==> config.mk <==
export PLATFORM = sky130hd
export DESIGN_NAME = boot_sim_ctrl
export DESIGN_NICKNAME = d
export VERILOG_FILES = /design/src/mempool_lite_pkg.sv /design/src/boot_sim_ctrl.sv
export VERILOG_INCLUDE_DIRS = /design/src
export SDC_FILE = /design/constraint.sdc
export NUM_CORES = 1
export LEC_CHECK = 0
export BUFFER_PORTS_ARGS = -buffer_cell sky130_fd_sc_hd__clkbuf_2
export CAP_MARGIN = 20
export CORE_MARGIN = 1
export CORE_UTILIZATION = 30
export DETAILED_ROUTE_END_ITERATION = 10
export GPL_TIMING_DRIVEN = 0
export MAX_ROUTING_LAYER = met4
export PLACE_DENSITY = 0.75
export SLEW_MARGIN = 5
export SYNTH_ARGS = -nofsm -noshare
export SYNTH_HDL_FRONTEND = slang
export SYNTH_SLANG_ARGS = --single-unit
==> constraint.sdc <==
create_clock -name clk_i -period 2.7 [get_ports clk_i]
set_clock_uncertainty 0.1 [all_clocks]
set_input_delay 0.405 -clock clk_i [delete_from_list [all_inputs] [get_ports clk_i]]
set_output_delay 0.405 -clock clk_i [all_outputs]
set_load 0.05 [all_outputs]
==> src/mempool_lite_defines.svh <==
//**************************************************************************
// Widths, address map and boot timing of the MemPool-lite system slice
// Include wherever one of these values is needed
//**************************************************************************
`ifndef MEMPOOL_LITE_DEFINES_SVH
`define MEMPOOL_LITE_DEFINES_SVH

`define ADDR_WIDTH 32
`define DATA_WIDTH 32
`define STRB_WIDTH (`DATA_WIDTH / 8)

`define CTRL_BASE 32'h4000_0000
`define CTRL_SIZE 32'h0100_0000
`define L2_BASE   32'h8000_0000
`define L2_SIZE   32'h0700_0000
`define L2_WORDS  256             // Implemented depth, wraps in region

`define BOOT_DELAY 64
`define NUM_CORES  16

`define REG_BOOT_ADDR 32'h0000_0000
`define REG_WAKE_UP   32'h0000_0004
`define REG_SCRATCH   32'h0000_0008
`define REG_NUM_CORES 32'h0000_000C

`define BOOT_ADDR_RESET 32'h8000_0000

`endif

==> src/mempool_lite_pkg.sv <==
//**************************************************************************
// AXI4-Lite channel types, response codes and FSM states of the slice
// Import into every module that uses the link types
//**************************************************************************
`include "mempool_lite_defines.svh"

package mempool_lite_pkg;

    typedef enum logic [1:0] {
        OKAY   = 2'b00,
        SLVERR = 2'b10
    } axil_resp_e;

    typedef struct packed {
        logic [`ADDR_WIDTH-1:0] aw_addr;
        logic                   aw_valid;
        logic [`DATA_WIDTH-1:0] w_data;
        logic [`STRB_WIDTH-1:0] w_strb;
        logic                   w_valid;
        logic                   b_ready;
        logic [`ADDR_WIDTH-1:0] ar_addr;
        logic                   ar_valid;
        logic                   r_ready;
    } axil_req_t;

    typedef struct packed {
        logic                   aw_ready;
        logic                   w_ready;
        axil_resp_e             b_resp;
        logic                   b_valid;
        logic                   ar_ready;
        logic [`DATA_WIDTH-1:0] r_data;
        axil_resp_e             r_resp;
        logic                   r_valid;
    } axil_rsp_t;

    typedef enum logic [2:0] {
        IDLE,
        WAIT_BOOTROM,
        WAKE_UP_AW,
        WAKE_UP_W,
        WAKE_UP_B,
        DONE,
        BOOT_ERR
    } boot_state_e;

    // Handshake state of a single-transaction slave
    typedef enum logic [1:0] {
        TGT_IDLE,
        TGT_WDATA,
        TGT_BRESP,
        TGT_RRESP
    } tgt_state_e;

    function automatic logic [`DATA_WIDTH-1:0] apply_strb(
        input logic [`DATA_WIDTH-1:0] old_data,
        input logic [`DATA_WIDTH-1:0] new_data,
        input logic [`STRB_WIDTH-1:0] strb
    );
        logic [`DATA_WIDTH-1:0] merged;
        merged = old_data;
        for (int i = 0; i < `STRB_WIDTH; i++) begin
            if (strb[i]) begin
                merged[8*i +: 8] = new_data[8*i +: 8];
            end
        end
        return merged;
    endfunction

endpackage

==> src/boot_sim_ctrl.sv <==
//**************************************************************************
// Boot controller: waits out the boot ROM, writes the wake-up register,
// then raises fetch once the write returns OKAY
//**************************************************************************
`timescale 1ns/1ps
`include "mempool_lite_defines.svh"

module boot_sim_ctrl (
    input  logic                        clk_i,
    input  logic                        rst_n_i,
    output mempool_lite_pkg::axil_req_t req_o,
    input  mempool_lite_pkg::axil_rsp_t rsp_i,
    output logic                        fetch_o
);

    import mempool_lite_pkg::*;

    localparam int cnt_w = $clog2(`BOOT_DELAY + 1);
    localparam logic [`ADDR_WIDTH-1:0] wake_addr = `CTRL_BASE + `REG_WAKE_UP;

    boot_state_e state_q, state_d;
    logic [cnt_w-1:0] cnt_q, cnt_d;

    always_ff @(posedge clk_i) begin
        if (!rst_n_i) begin
            state_q <= IDLE;
            cnt_q   <= '0;
        end else begin
            state_q <= state_d;
            cnt_q   <= cnt_d;
        end
    end

    always_comb begin
        state_d = state_q;
        cnt_d   = cnt_q;
        req_o   = '0;
        case (state_q)
            IDLE: begin
                state_d = WAIT_BOOTROM;
            end
            WAIT_BOOTROM: begin
                cnt_d = cnt_q + 1'b1;
                if (cnt_q == cnt_w'(`BOOT_DELAY)) begin
                    state_d = WAKE_UP_AW;
                end
            end
            WAKE_UP_AW: begin
                req_o.aw_addr  = wake_addr;
                req_o.aw_valid = 1'b1;
                if (rsp_i.aw_ready) begin
                    state_d = WAKE_UP_W;
                end
            end
            WAKE_UP_W: begin
                req_o.w_data  = '1;   // Wake every core
                req_o.w_strb  = '1;
                req_o.w_valid = 1'b1;
                if (rsp_i.w_ready) begin
                    state_d = WAKE_UP_B;
                end
            end
            WAKE_UP_B: begin
                req_o.b_ready = 1'b1;
                if (rsp_i.b_valid) begin
                    state_d = (rsp_i.b_resp == OKAY) ? DONE : BOOT_ERR;
                end
            end
            default: begin
            end
        endcase
    end

    assign fetch_o = (state_q == DONE);

    // The wake-up address must stay posted until the slave takes it
    a_aw_hold: assert property (@(posedge clk_i) disable iff (!rst_n_i)
        req_o.aw_valid && !rsp_i.aw_ready |=> req_o.aw_valid && $stable(req_o.aw_addr));

endmodule

==> flow_summary_export.csv <==
group,metric,value,unit
cts,cts_setup_buffers,0,
setup_path,rr_worst_depth,6,
timing,relSlewSlack,60.24,%
grt,grt_antenna_before_repair,0,
route,drtPass1Iterations,4,
pwr,p_total,0.001376,W
outcome,status,"finished, final reports clean",
layout,synthToLayoutAreaGrowth,43.59,%
logic_synthesis,synth.area.top_cells,"buf_4 57%, dfxtp_1 15%, xnor2_1 3.3%",
layout,multi_input_area,583.1,sq um
logic_synthesis,post-synth-top-area-fraction,57.25,%
logic_synthesis,async_reset_ff_share,0,%
grt,grt_pass1_wl,3.284,mm
floorplanning,io_pins,149,
timing,finalSetupViolCount,0,
route,drtIter0Drc,7,
placement,numPortBuffers,48,
pwr,ir_drop,0.3214,mV
layout,layout_commonest_cell,"buf_4",
timing,rsz0062_at_grt,"no",
floorplanning,fp.dieH,68.77,um
timing,report.final.slew_viol_count,0,
pwr,combPwrFrac,75.4,%
floorplanning,core,4144,sq um
cts,clk_latency,0.23,ns
placement,gp_congestion,0.7008,
logic_synthesis,yosysWarnings,0,
layout,layout_common_cells,"102 x buf_4, 64 x conb_1, 48 x clkbuf_2",
setup_path,crit_required,2.19,ns
layout,antenna_cells,0,
layout,nets,332,
route,vias_per_cell,3.278,
timing,min_period,2.346,ns
layout,final_area,1921,sq um
pwr,p_leak,1.203,nW
logic_synthesis,synth_top_area_cell,"buf_4",
flow_run,cap_violations,0,
setup_path,crit_fanout,37,
setup_path,cp_cell_sequence,"buf_2 > nor2b_1 > and2_4 > buf_4 > clkbuf_2",
floorplanning,die-area,4729,sq um
logic_synthesis,synth_cell_types,32,
route,vias,1098,
setup_path,crit_path_start_kind,"register",
grt,grt.overflow.total,0,
pwr,switching_share,58.54,%
cts,numCtsBuffers,3,
cts,cts_max_level,1,
timing,worst_slew_pin_slew,0.5813,ns
logic_synthesis,syn_area_per_cell,7.822,sq um
route,post_drt_wl_per_cell,7.451,um
timing,max_freq,0.4263,GHz
cts,ctsLongestPathBuffers,2,
cts,clock-root-buffer,"clkbuf_8",
logic_synthesis,synth_cells,171,
floorplanning,initial_core_util,32.28,%
cts,cts_sinks,10,
logic_synthesis,synth_edf_count,0,
grt,first_global_vias,765,
floorplanning,die_w,68.77,um
setup_path,regToRegSetupSlack,0.87,ns
pwr,powerDensity,716.4,nW/um^2
timing,timing.final.crit_share,86.88,%
cts,cts_tree,"done",
worst_hold_path,hold-path-cell-count,2,
setup_path,critPathMaxStageDelay,0.40,ns
setup_path,cp_data_arrival_time,1.84,ns
logic_synthesis,synth_ff_type,"dfxtp_1",
setup_path,end_kind,"primary output",
placement,dp_hpwl,2.154,mm
pwr,pwr-share-seq,13.4,%
layout,layout-drive-gt1-share,55.44,%
timing,hold_viol_final,0,
grt,grt_usage,9.655,%
setup_path,crit_slowest_cell,"and2_4",
worst_hold_path,hold_path.class,"primary input to register",
placement,place_ws,-0.0004821,ns
route,drc,0,
logic_synthesis,ys_seq_area_share,14.97,%
layout,ff_latch_area,200.2,sq um
logic_synthesis,ys_ff_latch,10,
setup_path,path_class,"register to primary output",
floorplanning,rows,23,
pwr,intPower,0.0005704,W
cts,clkTransAtPathRegs,0.05,ns
timing,worst_slack,0.3542,ns
route,postRouteAntennaNets,0,
placement,placed_area,1877,sq um
logic_synthesis,syn_area,1338,sq um
layout,num-fill-cells,427,
route,totalWireLength,2.496,mm
grt,grt_max_degree,38,
pwr,clock_power_share,11.2,%
pwr,p_sw,0.0008055,W
final timing paths:
| path | from | endpoint |
|---|---|---|
| worst max-delay path | state_q[0]$_SDFFE_PN0P_ | req_o[45] |
| worst min-delay path | rst_n_i | cnt_q[2]$_SDFFE_PN0P_ |
| worst max register to register | cnt_q[0]$_SDFFE_PN0P_ | state_q[0]$_SDFFE_PN0P_ |
| worst min register to register | cnt_q[6]$_SDFFE_PN0P_ | cnt_q[6]$_SDFFE_PN0P_ |
layout make-up:
class | instances | area share, %
Multi-Input combinational cell | 115 | 30.36
Inverter | 4 | 0.7818
Tap cell | 50 | 3.257
Timing Repair Buffer | 48 | 12.51
Clock buffer | 3 | 2.150
Sequential cell | 10 | 10.42
Buffer | 105 | 40.52
per-stage QoR:
step	setup TNS [ns]	hold WS [ns]	instances	utilization, %
finish	0	0.2925	335	46.35
global route	0	0.2934	335	46.35
CTS	0	0.2995	335	46.32
detailed placement	-0.0004821	0.4062	332	45.29
global placement	0	0.4000	332	45.29
floorplan	0	0.3771	234	-
state kept, by name, indices dropped and copies added, names as in the netlist:
register  flops
state_q       3
cnt_q         7
synth_stat cells (2+ instances only):
master / instances
buf_4: 102
inv_1: 3
and2_1: 3
clkbuf_1: 2
nand2_1: 6
xnor2_1: 5
a21oi_1: 4
dfxtp_1: 10
nor3b_1: 2
nor2_1: 7
or3_1: 2
o21ai_0: 2
ha_1: 2
nor3_1: 3
critical path: cells and delay by family (launching register included):
kind	cells	cell delay [ns]
buf+inv	3	0.65
flops	1	0.32
simple gates	2	0.63
metal layers:
metal	global-route usage, %	up-vias	wire length, um
met2	16.05	45	1408
met5	-	-	0
met4	7.653	0	76
li1	-	604	-
met3	1.151	7	149
met1	10.37	442	862
what timing repair did:
item	4_1_cts	5_1_grt
setup endpoints to repair	37	36
hold buffers	0	0
gates resized for setup	1	1
cell families (layout without fill, tap and decap cells):
group	Yosys count	after routing	share of synthesized area, %
other	1	64	0.2804
XOR/XNOR	5	5	3.274
AND/OR/NAND/NOR	30	30	12.54
flip-flops	10	10	14.97
buffers and inverters	109	160	59.31
multiplexers	1	1	0.7484
adder cells (fa/ha/maj)	2	2	1.871
AO/OA/AOI/OAI	13	13	7.016
power groups by stage:
| stage | clock network (W) | registers (W) | logic, W |
|---|---|---|---|
| 6_report | 0.000154 | 0.000184 | 0.00104 |
| 5_1_grt | 0.000169 | 0.000186 | 0.00110 |
| 4_1_cts | 0.000155 | 0.000184 | 0.00104 |
| 3_5_place_dp | 0 | 0.000187 | 0.00105 |
| 3_3_place_gp | 0 | 0.000186 | 0.00104 |
| 2_1_floorplan | 0 | 0.000183 | 0.000912 |
Power figures use the tool's default switching activity.
