===== config.mk =====
export PLATFORM = sky130hd
export DESIGN_NAME = axi_lite_arbiter
export DESIGN_NICKNAME = d
export VERILOG_FILES = /design/src/mempool_lite_pkg.sv /design/src/axi_lite_arbiter.sv
export VERILOG_INCLUDE_DIRS = /design/src
export SDC_FILE = /design/constraint.sdc
export NUM_CORES = 1
export LEC_CHECK = 0
export ABC_AREA = 1
export BUFFER_PORTS_ARGS = -buffer_cell sky130_fd_sc_hd__buf_2
export CAP_MARGIN = 20
export CORE_AREA = 2 2 171 173
export DETAILED_ROUTE_END_ITERATION = 6
export DIE_AREA = 0 0 173 175
export PLACE_DENSITY = 0.36
export SLEW_MARGIN = 20
export SYNTH_ARGS = -nofsm -noshare
export SYNTH_HDL_FRONTEND = slang
export SYNTH_SLANG_ARGS = --single-unit

===== constraint.sdc =====
create_clock -name clk_i -period 2.5 [get_ports clk_i]
set_input_delay 0.5 -clock clk_i [delete_from_list [all_inputs] [get_ports clk_i]]
set_output_delay 0.5 -clock clk_i [all_outputs]
set_load 0.005 [all_outputs]

===== src/mempool_lite_defines.svh =====
//**************************************************************************
// Widths, address map and boot timing of the MemPool-lite system slice
// Include wherever one of these values is needed
//**************************************************************************
`ifndef MEMPOOL_LITE_DEFINES_SVH
`define MEMPOOL_LITE_DEFINES_SVH

`define ADDR_WIDTH 32
`define DATA_WIDTH 32
`define STRB_WIDTH (`DATA_WIDTH / 8)

`define CTRL_BASE 32'h4000_0000
`define CTRL_SIZE 32'h0100_0000
`define L2_BASE   32'h8000_0000
`define L2_SIZE   32'h0700_0000
`define L2_WORDS  256             // Implemented depth, wraps in region

`define BOOT_DELAY 64
`define NUM_CORES  16

`define REG_BOOT_ADDR 32'h0000_0000
`define REG_WAKE_UP   32'h0000_0004
`define REG_SCRATCH   32'h0000_0008
`define REG_NUM_CORES 32'h0000_000C

`define BOOT_ADDR_RESET 32'h8000_0000

`endif


===== src/mempool_lite_pkg.sv =====
//**************************************************************************
// AXI4-Lite channel types, response codes and FSM states of the slice
// Import into every module that uses the link types
//**************************************************************************
`include "mempool_lite_defines.svh"

package mempool_lite_pkg;

    typedef enum logic [1:0] {
        OKAY   = 2'b00,
        SLVERR = 2'b10
    } axil_resp_e;

    typedef struct packed {
        logic [`ADDR_WIDTH-1:0] aw_addr;
        logic                   aw_valid;
        logic [`DATA_WIDTH-1:0] w_data;
        logic [`STRB_WIDTH-1:0] w_strb;
        logic                   w_valid;
        logic                   b_ready;
        logic [`ADDR_WIDTH-1:0] ar_addr;
        logic                   ar_valid;
        logic                   r_ready;
    } axil_req_t;

    typedef struct packed {
        logic                   aw_ready;
        logic                   w_ready;
        axil_resp_e             b_resp;
        logic                   b_valid;
        logic                   ar_ready;
        logic [`DATA_WIDTH-1:0] r_data;
        axil_resp_e             r_resp;
        logic                   r_valid;
    } axil_rsp_t;

    typedef enum logic [2:0] {
        IDLE,
        WAIT_BOOTROM,
        WAKE_UP_AW,
        WAKE_UP_W,
        WAKE_UP_B,
        DONE,
        BOOT_ERR
    } boot_state_e;

    // Handshake state of a single-transaction slave
    typedef enum logic [1:0] {
        TGT_IDLE,
        TGT_WDATA,
        TGT_BRESP,
        TGT_RRESP
    } tgt_state_e;

    function automatic logic [`DATA_WIDTH-1:0] apply_strb(
        input logic [`DATA_WIDTH-1:0] old_data,
        input logic [`DATA_WIDTH-1:0] new_data,
        input logic [`STRB_WIDTH-1:0] strb
    );
        logic [`DATA_WIDTH-1:0] merged;
        merged = old_data;
        for (int i = 0; i < `STRB_WIDTH; i++) begin
            if (strb[i]) begin
                merged[8*i +: 8] = new_data[8*i +: 8];
            end
        end
        return merged;
    endfunction

endpackage


===== src/axi_lite_arbiter.sv =====
//**************************************************************************
// Fixed-priority arbiter, two AXI4-Lite masters onto one slave
// Master 0 wins when idle; the grant is held for a whole transaction
//**************************************************************************
`timescale 1ns/1ps

module axi_lite_arbiter (
    input  logic                        clk_i,
    input  logic                        rst_n_i,
    input  mempool_lite_pkg::axil_req_t m0_req_i,
    output mempool_lite_pkg::axil_rsp_t m0_rsp_o,
    input  mempool_lite_pkg::axil_req_t m1_req_i,
    output mempool_lite_pkg::axil_rsp_t m1_rsp_o,
    output mempool_lite_pkg::axil_req_t s_req_o,
    input  mempool_lite_pkg::axil_rsp_t s_rsp_i
);

    import mempool_lite_pkg::*;

    logic grant_q;
    logic busy_q;
    logic gnt;
    logic m0_start;
    logic m1_start;
    logic done;

    function automatic axil_rsp_t gate_rsp(input axil_rsp_t rsp, input logic en);
        axil_rsp_t gated;
        gated          = rsp;
        gated.aw_ready = rsp.aw_ready && en;
        gated.w_ready  = rsp.w_ready && en;
        gated.ar_ready = rsp.ar_ready && en;
        gated.b_valid  = rsp.b_valid && en;
        gated.r_valid  = rsp.r_valid && en;
        return gated;
    endfunction

    assign m0_start = m0_req_i.aw_valid || m0_req_i.ar_valid;
    assign m1_start = m1_req_i.aw_valid || m1_req_i.ar_valid;

    assign gnt      = busy_q ? grant_q : (!m0_start && m1_start);
    assign s_req_o  = gnt ? m1_req_i : m0_req_i;
    assign m0_rsp_o = gate_rsp(s_rsp_i, !gnt);
    assign m1_rsp_o = gate_rsp(s_rsp_i, gnt);

    assign done = (s_rsp_i.b_valid && s_req_o.b_ready) ||
                  (s_rsp_i.r_valid && s_req_o.r_ready);

    always_ff @(posedge clk_i) begin
        if (!rst_n_i) begin
            busy_q  <= 1'b0;
            grant_q <= 1'b0;
        end else if (!busy_q) begin
            if (m0_start || m1_start) begin
                busy_q  <= 1'b1;
                grant_q <= gnt;
            end
        end else if (done) begin
            busy_q <= 1'b0;   // Free again next cycle
        end
    end

    // A slave response only comes back while the grant is held
    a_grant_held: assert property (@(posedge clk_i) disable iff (!rst_n_i)
        s_rsp_i.b_valid || s_rsp_i.r_valid |-> busy_q);

endmodule


==> results of run 1 <==
[final cells by class]
cell class | instances | area [um2] | area share [%]
Clock buffer | 3 | 75.1 | 2.01
Multi-Input combinational cell | 339 | 1310 | 34.9
Sequential cell | 2 | 40.0 | 1.07
Tap cell | 384 | 480 | 12.8
Inverter | 15 | 57.6 | 1.54
Timing Repair Buffer | 341 | 1780 | 47.6
[flip-flops by register name (all words and copies together), names as in the netlist]
register,count
busy_q,1
grant_q,1
[worst paths after layout]
| path | to | startpoint | cells after the start | slack (ps) |
|---|---|---|---|---|
| max | s_req_o[103] | m0_req_i[72] | 9 | 170 |
| min | grant_q | rst_n_i | 3 | 510 |
| max reg2reg | busy_q | busy_q | 7 | 1090 |
| min reg2reg | busy_q | busy_q | 1 | 520 |
[per-stage QoR]
step           util [%]  hold WS, ps
6_report           13.2          512
3_5_place_dp       12.9          521
5_1_grt            13.2          537
3_3_place_gp       12.9          512
4_1_cts            13.2          508
2_1_floorplan         -          483
[logic make-up (layout without fill, tap and decap cells)]
kind of cell / count (synthesis) / in the layout / synth area share, %
and+or+nand+nor: 334 / 334 / 61.7
buffers and inverters: 110 / 359 / 35.2
AOI/OAI and AO/OA: 5 / 5 / 1.21
DFF: 2 / 2 / 1.93
[worst register-to-register path: cells and delay by family (launching register included)]
family / cells / cell delay (ps)
and+or+nand+nor: 5 / 590
DFF: 1 / 390
AOI/OAI and AO/OA: 1 / 120
buffers and inverters: 1 / 240
[cell usage in the layout (no fill, tap or decap)]
cell type  synthesis  routed
buf_2             18     331
nand2_1          312     312
inv_1             13      13
nor2_1            11      11
nand3_1            6       6
buf_4             76       6
o21ai_0            4       4
buf_12             0       4
clkbuf_16          0       3
and2_1             2       2
dfxtp_1            2       2
nor2_2             1       1
inv_2              2       1
nand3_2            1       1
nand2_4            0       1
clkinv_2           0       1
a21oi_1            1       1
[routing by layer]
metal	part of all wire [%]	GRT usage (%)
met4	4.1	3.35
met5	0	0
met2	51	13.9
met1	35	7.34
met3	9.9	1.70
[where the power goes]
group	switching (mW)	internal, mW	leakage, nW
clock	0.0337	0.203	0.0370
sequential	0.00236	0.0345	0.0166
combinational	0.333	0.330	2.41
total	0.369	0.568	2.46
==> metrics.yaml, run 1 <==
outcome: "complete, no violations"
remaining_drc_errors: 0
coreArea_um2: 28400
grt.overflow.total: 0
fin_cells: 1084
numPortBuffers: 331
cellLeakagePower_nw: 2.46
hpwl_mm: 10.3
synth-edff-count: 0
synth.most_common_cell: "nand2_1"
worst_slack_ps: 172
avgSynthCellArea_um2: 4.59
hold_viol: 0
postSynthCellCount: 451
detail-route-antenna-nets: 0
syn_area_um2: 2070
rsz0062_at_grt: "no"
cts_root_buf: "clkbuf_16"
critPathArrivalTime_ps: 1830
dr.first_iter.drc_count: 81
critPathKind: "input port to output pin"
min_period_ps: 2330
clk_pin_slew_ps: 30
dp_worst_setup_slack_ps: 139
setup_viol_count_final: 0
yosysUniqueCellTypes: 15
drive_gt1_share_pct: 49.9
clk_latency_ps: 220
antenna_cells: 0
worstMarginPinSlew_ps: 246
synthArstFlopShare_pct: 0
dp_cells: 1081
die_w_um: 173
ir_worst_vdd_uv: 450
power_mw: 0.937
stdcell_area_um2: 3740
synth.top_cell.area_share_pct: 56.6
critPathTopFamily: "buffers and inverters"
fmax_ghz: 0.430
grt_max_degree: 57
syn-num-nets: 704
place_area_um2: 3670
tns_ps: 0
grt_pass1_wl_mm: 17.4
routed_wl_mm: 11.8
layout.nets: 955
io_pins: 440
cts_tree: "done"
post_cts_resize_count: 0
die_h_um: 175
cp.buffers_inverters: 4
htreeDepth: 1
synth_area_leader_cell: "nand2_1"
cp-end-kind: "output pin"
post-route-period-util_pct: 93.1
ys_top_cells_by_area: "nand2_1 (57%), buf_4 (28%), buf_2 (4.4%), inv_1 (2.4%), nor2_1 (2.0%)"
dieArea_um2: 30300
via_per_inst: 3.10
yosys_most_used_dff: "dfxtp_1"
clock_sinks: 2
slew_viol_final: 0
yosysWarnings: 0
cts_buffer_depth: 2
post_cts_buffers: 0
ys_ff_latch: 2
wire_per_inst_um: 10.9
hold_buffers: 0
cts_buffers: 3
setup.worst_path.start_class: "input port"
power.density_nw_per_um2: 250
finalClockSkew_ps: 1.86
maxCapViolCount: 0
num_vias: 3355
place_congestion: 0.757
cpMaxStageDelayCell: "buf_12"
antenna_found_initial: 0
grt_usage_pct: 7.24
fillers: 3433
slew_headroom_pct: 83.6
start_util_pct: 7.29
min_path_type: "input port to flop"
area_growth_pct: 80.7
critical_path_required_ps: 2000
rows: 62
worstPathMaxFanout: 45
grt_pass1_vias: 3302
synth.top_cells.by_count: "nand2_1 (312), buf_4 (76), buf_2 (18)"
yosysSeqAreaShare_pct: 1.93
critPathMaxStageDelay_ps: 240
cp_cell_sequence: "buf_2 > nor2_2 > nand3_2 > nand2_4 > buf_12 > buf_4 > nand2_1 > nand2_1 > buf_2"
firstDrtPassIters: 4
No activity file was read; power rests on OpenSTA's default activity.
==> run 2, diff against run 1 <==
Settings changed: CORE_AREA 2 2 171 173 to 2 2 169 171, DIE_AREA 0 0 173 175 to 0 0 171 173, PLACE_DENSITY 0.36 to 0.37.
Clock period 2.5 ns to 2 ns, I/O delays scaled along.
==> run 2 against run 1 <==
Die area decreased by 2.3%. Flip-flop and latch count unchanged. Register-to-register slack got worse by 400 ps. Via count increased by 3.4%. Final cell count decreased by 0.46%. Global-route usage decreased by 0.50 points. Clock power increased by 28%. Cell area increased by 3.9%. Worst hold slack got worse by 89 ps. Critical endpoint is now s_req_o[72].
==> metrics.yaml, run 2 (synthesis gave the netlist of run 1 again) <==
outcome: "complete, no violations"
worstPathMaxFanout: 13
worstMarginPinSlew_ps: 231
antenna_found_initial: 0
finalClockSkew_ps: 1.46
grt_pass1_vias: 3049
die_h_um: 173
dr.first_iter.drc_count: 122
hold_viol: 0
dp_cells: 1070
critPathArrivalTime_ps: 1520
routed_wl_mm: 13.0
min_period_ps: 1920
rows: 61
power.density_nw_per_um2: 319
clk_latency_ps: 220
die_w_um: 171
cts_buffers: 3
start_util_pct: 7.49
cts_tree: "done"
numPortBuffers: 331
rsz0062_at_grt: "no"
layout.nets: 956
grt_usage_pct: 6.74
remaining_drc_errors: 0
critPathKind: "input port to output pin"
cts_root_buf: "clkbuf_16"
tns_ps: 0
clock_sinks: 2
setup.worst_path.start_class: "input port"
hold_buffers: 0
grt.overflow.total: 0
reg.largest.list: "busy_q: 1 flops, grant_q: 1 flops"
slew_viol_final: 0
cellLeakagePower_nw: 2.52
via_per_inst: 3.22
coreArea_um2: 27600
critical_path_required_ps: 1600
wire_per_inst_um: 12.1
grt_max_degree: 59
antenna_cells: 0
mostFrequentLayoutCell: "buf_2"
fmax_ghz: 0.520
final_cell_mix: "buf_2 (331), nand2_1 (310), inv_1 (13), nor2_1 (11), clkbuf_16 (7)"
min_path_type: "input port to flop"
post-route-period-util_pct: 96.1
fillers: 3303
firstDrtPassIters: 4
drive_gt1_share_pct: 50.4
num_vias: 3470
detail-route-antenna-nets: 0
setup_viol_count_final: 0
htreeDepth: 1
slew_headroom_pct: 84.6
io_pins: 440
area_growth_pct: 87.9
grt_pass1_wl_mm: 16.0
clk_pin_slew_ps: 30
maxCapViolCount: 0
place_congestion: 0.745
cts_buffer_depth: 2
cp-end-kind: "output pin"
hpwl_mm: 9.77
ir_worst_vdd_uv: 338
dieArea_um2: 29600
fin_cells: 1079
[run 2: cell types whose count changed in the layout (fill, tap and decap cells not counted), moves of 2 or more]
cell       before  now
buf_4           6    1
clkbuf_16       3    7
buf_16          0    3
buf_12          4    2
nand2_1       312  310
nand2_2         0    2
[run 2: metrics by stage]
stage	util [%]	total power [mW]	cell area, um2	setup WS, ps	hold WS, ps
6_report	14.1	1.24	3890	78.2	422
5_1_grt	14.1	1.36	3890	1.36	435
4_1_cts	13.4	1.18	3710	13.5	426
3_5_place_dp	13.1	0.866	3620	11.4	525
3_3_place_gp	13.1	0.874	3620	33.4	517
2_1_floorplan	-	0.491	2070	401	483
[run 2: what timing repair did]
action,CTS,global route
resized for setup,2,12
endpoints found under the hold margin,0,0
gates cloned,0,5
setup endpoints to repair,1,97
setup buffers,0,1
pin swaps,0,2
[run 2: worst paths after layout]
kind	startpoint	endpoint	slack [ps]	cells past startpoint
setup / recovery	m0_req_i[72]	s_req_o[72]	80	8
hold / removal	rst_n_i	grant_q	420	3
setup reg to reg	busy_q	busy_q	690	8
hold reg to reg	busy_q	busy_q	480	1
[run 2: final cells by class]
| cell class | count | area, um2 | share of cell area, % |
|---|---|---|---|
| tap | 378 | 473 | 12.2 |
| timing repair buffer | 342 | 1900 | 48.8 |
| sequential | 2 | 41.3 | 1.06 |
| inverter | 15 | 68.8 | 1.77 |
| clock buffer | 3 | 75.1 | 1.93 |
| multi-input combinational | 339 | 1330 | 34.3 |
[run 2: report_power, final]
group	internal, mW	leakage (nW)	switching [mW]
Sequential	0.0435	0.0167	0.00338
Combinational	0.446	2.46	0.444
Clock	0.255	0.0370	0.0492
[run 2: critical path, cell delays in order]
cell and delay (ps):
buf_2 120, nor2_4 140, nand3_4 110, nand2_8 140
clkinv_8 110, clkbuf_16 190, o21ai_0 160, buf_2 140
[run 2: metal layers]
metal,vias to the layer above,track usage [%],routed length [um]
li1,1755,-,-
met1,1483,7.17,4930
met2,210,13.3,6850
met3,22,1.67,1120
met4,0,1.20,140
met5,-,0,0
