$ cat config.mk
export PLATFORM = sky130hd
export DESIGN_NAME = ctrl_regs
export DESIGN_NICKNAME = d
export VERILOG_FILES = /design/src/mempool_lite_pkg.sv /design/src/ctrl_regs.sv
export VERILOG_INCLUDE_DIRS = /design/src
export SDC_FILE = /design/constraint.sdc
export NUM_CORES = 1
export LEC_CHECK = 0
export BUFFER_PORTS_ARGS = -buffer_cell sky130_fd_sc_hd__clkbuf_2
export CAP_MARGIN = 10
export CORE_MARGIN = 5
export CORE_UTILIZATION = 45
export DETAILED_ROUTE_END_ITERATION = 10
export GPL_TIMING_DRIVEN = 0
export PLACE_DENSITY = 0.76
export SYNTH_ARGS = -nofsm -noshare
export SYNTH_HDL_FRONTEND = slang
export SYNTH_SLANG_ARGS = --single-unit
export TNS_END_PERCENT = 50
$ cat constraint.sdc
create_clock -name clk_i -period 1.8 [get_ports clk_i]
set_input_delay 0.18 -clock clk_i [delete_from_list [all_inputs] [get_ports clk_i]]
set_output_delay 0.18 -clock clk_i [all_outputs]
set_load 0.05 [all_outputs]
$ cat src/mempool_lite_defines.svh
//**************************************************************************
// Widths, address map and boot timing of the MemPool-lite system slice
// Include wherever one of these values is needed
//**************************************************************************
`ifndef MEMPOOL_LITE_DEFINES_SVH
`define MEMPOOL_LITE_DEFINES_SVH

`define ADDR_WIDTH 32
`define DATA_WIDTH 32
`define STRB_WIDTH (`DATA_WIDTH / 8)

`define CTRL_BASE 32'h4000_0000
`define CTRL_SIZE 32'h0100_0000
`define L2_BASE   32'h8000_0000
`define L2_SIZE   32'h0700_0000
`define L2_WORDS  256             // Implemented depth, wraps in region

`define BOOT_DELAY 64
`define NUM_CORES  16

`define REG_BOOT_ADDR 32'h0000_0000
`define REG_WAKE_UP   32'h0000_0004
`define REG_SCRATCH   32'h0000_0008
`define REG_NUM_CORES 32'h0000_000C

`define BOOT_ADDR_RESET 32'h8000_0000

`endif

$ cat src/mempool_lite_pkg.sv
//**************************************************************************
// AXI4-Lite channel types, response codes and FSM states of the slice
// Import into every module that uses the link types
//**************************************************************************
`include "mempool_lite_defines.svh"

package mempool_lite_pkg;

    typedef enum logic [1:0] {
        OKAY   = 2'b00,
        SLVERR = 2'b10
    } axil_resp_e;

    typedef struct packed {
        logic [`ADDR_WIDTH-1:0] aw_addr;
        logic                   aw_valid;
        logic [`DATA_WIDTH-1:0] w_data;
        logic [`STRB_WIDTH-1:0] w_strb;
        logic                   w_valid;
        logic                   b_ready;
        logic [`ADDR_WIDTH-1:0] ar_addr;
        logic                   ar_valid;
        logic                   r_ready;
    } axil_req_t;

    typedef struct packed {
        logic                   aw_ready;
        logic                   w_ready;
        axil_resp_e             b_resp;
        logic                   b_valid;
        logic                   ar_ready;
        logic [`DATA_WIDTH-1:0] r_data;
        axil_resp_e             r_resp;
        logic                   r_valid;
    } axil_rsp_t;

    typedef enum logic [2:0] {
        IDLE,
        WAIT_BOOTROM,
        WAKE_UP_AW,
        WAKE_UP_W,
        WAKE_UP_B,
        DONE,
        BOOT_ERR
    } boot_state_e;

    // Handshake state of a single-transaction slave
    typedef enum logic [1:0] {
        TGT_IDLE,
        TGT_WDATA,
        TGT_BRESP,
        TGT_RRESP
    } tgt_state_e;

    function automatic logic [`DATA_WIDTH-1:0] apply_strb(
        input logic [`DATA_WIDTH-1:0] old_data,
        input logic [`DATA_WIDTH-1:0] new_data,
        input logic [`STRB_WIDTH-1:0] strb
    );
        logic [`DATA_WIDTH-1:0] merged;
        merged = old_data;
        for (int i = 0; i < `STRB_WIDTH; i++) begin
            if (strb[i]) begin
                merged[8*i +: 8] = new_data[8*i +: 8];
            end
        end
        return merged;
    endfunction

endpackage

$ cat src/ctrl_regs.sv
//**************************************************************************
// Control region: boot address, wake-up, scratch and core-count registers
// Writing WAKE_UP pulses the written mask on wake_o for one cycle
//**************************************************************************
`timescale 1ns/1ps
`include "mempool_lite_defines.svh"

module ctrl_regs (
    input  logic                        clk_i,
    input  logic                        rst_n_i,
    input  mempool_lite_pkg::axil_req_t req_i,
    output mempool_lite_pkg::axil_rsp_t rsp_o,
    output logic [`NUM_CORES-1:0]       wake_o,
    output logic [`ADDR_WIDTH-1:0]      boot_addr_o
);

    import mempool_lite_pkg::*;

    localparam int off_w = $clog2(`CTRL_SIZE);
    localparam logic [off_w-1:0] off_boot    = off_w'(`REG_BOOT_ADDR);
    localparam logic [off_w-1:0] off_wake    = off_w'(`REG_WAKE_UP);
    localparam logic [off_w-1:0] off_scratch = off_w'(`REG_SCRATCH);
    localparam logic [off_w-1:0] off_cores   = off_w'(`REG_NUM_CORES);

    tgt_state_e state_q;
    logic aw_hs, w_hs, ar_hs;
    logic [off_w-1:0] wr_off_q;
    logic [off_w-1:0] rd_off;
    logic [`ADDR_WIDTH-1:0] boot_addr_q;
    logic [`DATA_WIDTH-1:0] scratch_q;
    logic [`NUM_CORES-1:0] wake_q;
    logic [`DATA_WIDTH-1:0] rd_data, r_data_q;
    axil_resp_e rd_resp, wr_resp, r_resp_q, b_resp_q;

    assign aw_hs  = (state_q == TGT_IDLE) && req_i.aw_valid;
    assign ar_hs  = (state_q == TGT_IDLE) && !req_i.aw_valid && req_i.ar_valid;
    assign w_hs   = (state_q == TGT_WDATA) && req_i.w_valid;
    assign rd_off = req_i.ar_addr[off_w-1:0];

    always_comb begin
        rd_data = '0;
        rd_resp = OKAY;
        case (rd_off)
            off_boot:    rd_data = boot_addr_q;
            off_wake:    rd_data = '0;
            off_scratch: rd_data = scratch_q;
            off_cores:   rd_data = `DATA_WIDTH'(`NUM_CORES);
            default:     rd_resp = SLVERR;
        endcase
    end

    assign wr_resp = (wr_off_q inside {off_boot, off_wake, off_scratch, off_cores}) ?
                     OKAY : SLVERR;

    always_ff @(posedge clk_i) begin
        if (!rst_n_i) begin
            state_q     <= TGT_IDLE;
            boot_addr_q <= `BOOT_ADDR_RESET;
            scratch_q   <= '0;
            wake_q      <= '0;
        end else begin
            wake_q <= '0;
            case (state_q)
                TGT_IDLE:  state_q <= aw_hs ? TGT_WDATA : (ar_hs ? TGT_RRESP : TGT_IDLE);
                TGT_WDATA: state_q <= w_hs ? TGT_BRESP : TGT_WDATA;
                TGT_BRESP: state_q <= req_i.b_ready ? TGT_IDLE : TGT_BRESP;
                default:   state_q <= req_i.r_ready ? TGT_IDLE : TGT_RRESP;
            endcase
            if (w_hs) begin
                case (wr_off_q)
                    off_boot:    boot_addr_q <= apply_strb(boot_addr_q, req_i.w_data, req_i.w_strb);
                    off_wake:    wake_q <= req_i.w_data[`NUM_CORES-1:0];
                    off_scratch: scratch_q <= apply_strb(scratch_q, req_i.w_data, req_i.w_strb);
                    default: begin
                    end
                endcase
            end
        end
    end

    always_ff @(posedge clk_i) begin
        if (aw_hs) begin
            wr_off_q <= req_i.aw_addr[off_w-1:0];
        end
        if (w_hs) begin
            b_resp_q <= wr_resp;
        end
        if (ar_hs) begin
            r_data_q <= rd_data;
            r_resp_q <= rd_resp;
        end
    end

    always_comb begin
        rsp_o          = '0;
        rsp_o.aw_ready = (state_q == TGT_IDLE);
        rsp_o.ar_ready = (state_q == TGT_IDLE) && !req_i.aw_valid;
        rsp_o.w_ready  = (state_q == TGT_WDATA);
        rsp_o.b_resp   = b_resp_q;
        rsp_o.b_valid  = (state_q == TGT_BRESP);
        rsp_o.r_data   = r_data_q;
        rsp_o.r_resp   = r_resp_q;
        rsp_o.r_valid  = (state_q == TGT_RRESP);
    end

    assign wake_o      = wake_q;
    assign boot_addr_o = boot_addr_q;

endmodule

==> results of run 1 <==
==> kinds of logic (layout without fill, tap and decap cells) <==
family	Yosys count	in the layout	share of synthesized area [%]
other cells	1	2	0.0650
flops	140	140	58.7
mux	32	32	5.55
compound gates	133	133	14.4
buf+inv	44	294	4.16
simple gates	171	171	17.2
==> what timing repair did <==
item	in CTS	in global routing
hold buffers	29	0
buffers inserted	9	5
pin swaps	5	4
resized for setup	12	70
setup endpoints to repair	81	81
endpoints found under the hold margin	29	0
==> state kept, by name (all words and copies together), names as in the netlist <==
signal and cells:
boot_addr_o 32, r_data_q 32, scratch_q 32, wr_off_q 24
wake_o 16, state_q 2, b_resp_q 1, r_resp_q 1
==> area by class of cell <==
class,count,area (um^2),area share (%)
Clock buffer,24,482,6.03
Multi-Input combinational cell,338,2230,27.9
Clock inverter,8,114,1.43
Tap cell,172,215,2.70
Buffer,43,280,3.51
Timing Repair Buffer,219,1280,16.0
Sequential cell,140,3380,42.4
==> per-layer routing <==
metal  vias up  GRT usage, %
met3        47          6.45
met1      2459          26.9
li1       2391             -
met4         2          11.7
met5         -             0
met2       256          40.6
==> report_power, final <==
| part | total (mW) | leakage, nW | switching [mW] | internal (mW) |
|---|---|---|---|---|
| clock | 3.54 | 0.295 | 1.27 | 2.27 |
| combinational | 0.620 | 1.69 | 0.390 | 0.229 |
| sequential | 3.45 | 1.20 | 0.0472 | 3.40 |
==> synthesized netlist by cell type <==
| library cell | n |
|---|---|
| nor3_2 | 1 |
| nand4_1 | 9 |
| buf_4 | 9 |
| nand2_4 | 1 |
| clkbuf_2 | 1 |
| buf_2 | 14 |
| mux2i_1 | 32 |
| nor2_1 | 36 |
| nand2_1 | 1 |
| a21boi_1 | 31 |
| nor3_4 | 1 |
| and3b_1 | 5 |
| and2_1 | 19 |
| nand3_1 | 66 |
| and4_1 | 9 |
| buf_6 | 3 |
| nor2b_1 | 8 |
| edfxtp_1 | 58 |
| a21boi_0 | 32 |
| o21ai_1 | 1 |
| and4bb_2 | 1 |
| o21a_1 | 1 |
| clkbuf_1 | 16 |
| nor4_1 | 3 |
| a21oi_1 | 2 |
| or4_1 | 5 |
| dfxtp_1 | 82 |
| conb_1 | 1 |
| nor3_1 | 3 |
| nand4b_1 | 1 |
| buf_1 | 1 |
| o21ai_0 | 64 |
| a211oi_1 | 2 |
| nor4_4 | 2 |
==> critical path, cell delays in order (launching register included) <==
cell and delay (ns):
edfxtp_1 0.41, nor4_4 0.36, nand4_1 0.25, buf_6 0.21, clkbuf_4 0.22, o21ai_0 0.20, a21boi_1 0.08
==> through the flow <==
| step | cells | util, % | instance area (um^2) | setup TNS (ns) |
|---|---|---|---|---|
| after detailed placement | 870 | 54.8 | 6890 | -15.28 |
| after CTS | 940 | 62.6 | 7870 | -0.00723 |
| after floorplan | 522 | - | 5790 | 0 |
| after global routing | 944 | 63.5 | 7980 | -4.77 |
| after global placement | 870 | 54.8 | 6890 | -11.34 |
| final | 944 | 63.5 | 7980 | -0.489 |
==> path summary, 6_finish.rpt <==
path	start	to	slack, ns	cells past startpoint
worst max-delay path	wr_off_q[1]	boot_addr_o[13]	-0.05	6
worst min register to register	scratch_q[3]	scratch_q[3]	0.48	2
worst max register to register	wr_off_q[1]	boot_addr_o[13]	-0.05	6
worst min-delay path	req_i[49]	wake_o[9]	0.01	2
==> flow_metrics.env, run 1 <==
export IMPL_first_pass_iters=5
export IMPL_grt_setup_unrepaired="true"
export IMPL_place_ws_ns=-0.290
export IMPL_synth_largest_area_cell="edfxtp_1"
export IMPL_maxSlewHeadroom_pct=39.9
export IMPL_viasPerCell=5.46
export IMPL_diodes=0
export IMPL_drt_wl_total_um=17800
export IMPL_antenna_found_initial=1
export IMPL_syn_inst=521
export IMPL_syn_avg_cell_area_um2=11.1
export IMPL_critPathLaunchType="flop"
export IMPL_hpwlAfterDp_um=12500
export IMPL_fmax_ghz=0.541
export IMPL_holdWs_ns=0.0129
export IMPL_worstPathRequired_ns=2.10
export IMPL_synth_warnings=0
export IMPL_critical_path_arrival_ns=2.15
export IMPL_routedWlPerCell_um=18.8
export IMPL_gp_congestion=0.811
export IMPL_critPathKind="flop to flop"
export IMPL_cts_tree="built"
export IMPL_clk_pin_slew_ns=0.06
export IMPL_fin_skew_ns=0.00989
export IMPL_area_growth_pct=38.4
export IMPL_power_density_mw_per_mm2=953
export IMPL_drt_met1_wl_um=6680
export IMPL_met3_length_um=1500
export IMPL_failed_checks="negative setup slack"
export IMPL_maxSlewViolCount=0
export IMPL_clock_latency_ns=0.43
export IMPL_wl_met2_um=8930
export IMPL_min_period_ns=1.85
export IMPL_ys_types=34
export IMPL_grt_first_pass_wirelength_um=27000
export IMPL_fin_ws_ns=-0.0475
export IMPL_setup_violations=26
export IMPL_final_antenna_net_count=0
export IMPL_ir_drop_v=0.000522
export IMPL_drv_cap=0
export IMPL_fp_coreArea_mm2=0.0126
export IMPL_die_area_mm2=0.0152
export IMPL_crit_fanout=10
export IMPL_layout_cells_most_common="clkbuf_2"
export IMPL_worst_pin_slew_ns=0.902
export IMPL_grt_pass1_vias=5252
export IMPL_routed_top_layer="met5"
export IMPL_finalCritPeriodShare_pct=103
export IMPL_ys_ff_latch=140
export IMPL_p_leak_nw=3.18
export IMPL_hold_viol_final=0
export IMPL_yosysTopAreaCellShare_pct=30.2
export IMPL_ys_seq_area_share_pct=58.7
export IMPL_hold_class="input port to flop"
export IMPL_status="finished, violations left"
export IMPL_io_pins=196
export IMPL_clock_sinks=140
export IMPL_vias=5155
export IMPL_endpoint_kind="flop"
export IMPL_htreeDepth=4
export IMPL_grt_usage_pct=23.6
export IMPL_num_rows=41
export IMPL_clk_path_buf_depth=2
export IMPL_drt_iter0_drc=403
export IMPL_layout_common_cells="clkbuf_2 (177), dfxtp_1 (82), nand3_1 (66)"
export IMPL_synth_area_top_cells="edfxtp_1 (30%), dfxtp_1 (28%), nand3_1 (5.7%)"
export IMPL_start_util_pct=45.9
export IMPL_fin_nets=866
export IMPL_drc=0
export IMPL_synth_area_mm2=0.00577
export IMPL_die_w_um=123
export IMPL_numCtsBuffers=17
export IMPL_cts_root_buf="clkbuf_16"
export IMPL_numPortBuffers=176
export IMPL_die_height_um=123
export IMPL_drive_gt1_share_pct=34.7
export IMPL_overflow=0
export IMPL_grt_max_degree=35
export IMPL_power_mw=7.61
export IMPL_fillers=975
Note: power is estimated with default switching activity, not from simulation.
==> run 2: changes to the inputs <==
--- a/config.mk
+++ b/config.mk
@@ -12,7 +12,7 @@
 export CORE_UTILIZATION = 45
 export DETAILED_ROUTE_END_ITERATION = 10
 export GPL_TIMING_DRIVEN = 0
-export PLACE_DENSITY = 0.76
+export PLACE_DENSITY_LB_ADDON = 0.1
 export SYNTH_ARGS = -nofsm -noshare
 export SYNTH_HDL_FRONTEND = slang
 export SYNTH_SLANG_ARGS = --single-unit
==> run 2 against run 1 <==
  * The flow now finishes without violations
  * Largest power group is now sequential cells
  * Sequential share of layout area about the same
  * Combinational power increased by 0.6%
  * Critical endpoint is now scratch_q[19]
  * Global-route usage decreased by 1.5 points
  * Highest routed layer is now met4
==> flow_metrics.env, run 2 (synthesized netlist as in run 1, its figures left out) <==
export IMPL_layout_common_cells="clkbuf_2 (178), dfxtp_1 (81), nand3_1 (66)"
export IMPL_cts_root_buf="clkbuf_16"
export IMPL_htreeDepth=4
export IMPL_viasPerCell=5.27
export IMPL_worstPathRequired_ns=2.10
export IMPL_drt_wl_total_um=16700
export IMPL_numPortBuffers=176
export IMPL_power_mw=7.07
export IMPL_ir_drop_v=0.000648
export IMPL_fin_cells=958
export IMPL_grt_first_pass_wirelength_um=25200
export IMPL_crit_chain="nor4_4 > nand4_1 > buf_6 > clkbuf_2 > o21ai_0 > a21boi_1"
export IMPL_drc=0
export IMPL_fin_nets=880
export IMPL_setup_violations=0
export IMPL_clk_path_buf_depth=2
export IMPL_clock_sinks=140
export IMPL_placed_cell_area_mm2=0.00689
export IMPL_fin_skew_ns=0.00603
export IMPL_slowest_delay_ns=0.41
export IMPL_die_w_um=123
export IMPL_antenna_found_initial=0
export IMPL_drive_gt1_share_pct=34.2
export IMPL_place_ws_ns=-0.259
export IMPL_die_height_um=123
export IMPL_grt_setup_unrepaired="true"
export IMPL_endpoint_kind="flop"
export IMPL_diodes=0
export IMPL_finalCoreUtilization_pct=63.6
export IMPL_place_inst=870
export IMPL_grt_pass1_vias=4888
export IMPL_crit_fanout=10
export IMPL_cts_tree="built"
export IMPL_power_density_mw_per_mm2=885
export IMPL_worst_pin_slew_ns=0.880
export IMPL_critical_path_arrival_ns=2.09
export IMPL_min_period_ns=1.79
export IMPL_io_pins=196
export IMPL_clock_latency_ns=0.42
export IMPL_vias=5048
export IMPL_numCtsBuffers=17
export IMPL_fmax_ghz=0.560
export IMPL_drt_iter0_drc=311
export IMPL_critPathLaunchType="flop"
export IMPL_critPathKind="flop to flop"
export IMPL_routedWlPerCell_um=17.5
export IMPL_hold_class="input port to flop"
export IMPL_area_growth_pct=38.6
export IMPL_maxSlewViolCount=0
export IMPL_drv_cap=0
export IMPL_fin_setup_tns_ns=0
export IMPL_gp_congestion=0.820
export IMPL_final_antenna_net_count=0
export IMPL_fp_coreArea_mm2=0.0126
export IMPL_die_area_mm2=0.0152
export IMPL_grt_usage_pct=22.1
export IMPL_maxSlewHeadroom_pct=41.3
export IMPL_start_util_pct=45.9
export IMPL_stdcell_area_mm2=0.00799
export IMPL_fin_ws_ns=0.0128
export IMPL_cp_slowest_cell="edfxtp_1"
export IMPL_hpwlAfterDp_um=11800
export IMPL_overflow=0
export IMPL_fillers=1024
export IMPL_status="finished clean"
export IMPL_finalCritPeriodShare_pct=99.3
export IMPL_p_leak_nw=3.19
export IMPL_hold_viol_final=0
export IMPL_first_pass_iters=5
export IMPL_grt_max_degree=35
export IMPL_clk_pin_slew_ns=0.06
export IMPL_layout_cells_most_common="clkbuf_2"
export IMPL_num_rows=41
export IMPL_holdWs_ns=0.0141
==> run 2: cell types whose count changed in the layout (fill, tap and decap cells not counted), sizes merged <==
cell,delta
buf,+7
bufinv,-3
clkbuf,-4
clkinv,+3
clkinvlp,+2
dlygate4sd3,+9
==> run 2: layout make-up <==
cell class                      instances  area (um^2)  share of cell area (%)
Multi-Input combinational cell        338         2210                    27.7
Buffer                                 42          262                    3.27
Sequential cell                       140         3380                    42.3
Clock buffer                           22          444                    5.56
Tap cell                              172          215                    2.69
Clock inverter                         10         52.6                   0.657
Timing Repair Buffer                  234         1420                    17.8
==> run 2: layer usage <==
layer	global-route usage (%)	vias to the layer above	wire (um)
li1	-	2421	-
met1	28.3	2348	6950
met2	34.7	251	7830
met3	6.68	28	1590
met4	9.48	0	371
met5	0	-	0
==> run 2: path summary, 6_finish.rpt <==
check,from,endpoint,slack (ns),depth (start not counted)
setup / recovery,wr_off_q[4],scratch_q[19],0.01,6
hold / removal,req_i[50],wake_o[10],0.01,2
setup reg to reg,wr_off_q[4],scratch_q[19],0.01,6
hold reg to reg,scratch_q[5],scratch_q[5],0.47,2
==> run 2: repair_timing <==
| action | in CTS | in global routing |
|---|---|---|
| hold buffers | 38 | 0 |
| cloned | 1 | 0 |
| setup endpoints to repair | 81 | 78 |
| pin swaps | 7 | 11 |
| gates resized for setup | 13 | 31 |
| hold endpoints to repair | 38 | 0 |
| buffers inserted | 10 | 9 |
==> run 2: power breakdown <==
part / total (mW) / switching, mW / internal, mW
combinational: 0.624 / 0.382 / 0.242
sequential: 3.45 / 0.0463 / 3.40
clock: 3.00 / 1.27 / 1.73
==> run 2: critical path, delay by kind of cell (launching register included) <==
family	cells	cell delay [ns]
AO/OA/AOI/OAI	2	0.31
AND/OR/NAND/NOR	2	0.54
flip-flops	1	0.41
buffers and inverters	2	0.40
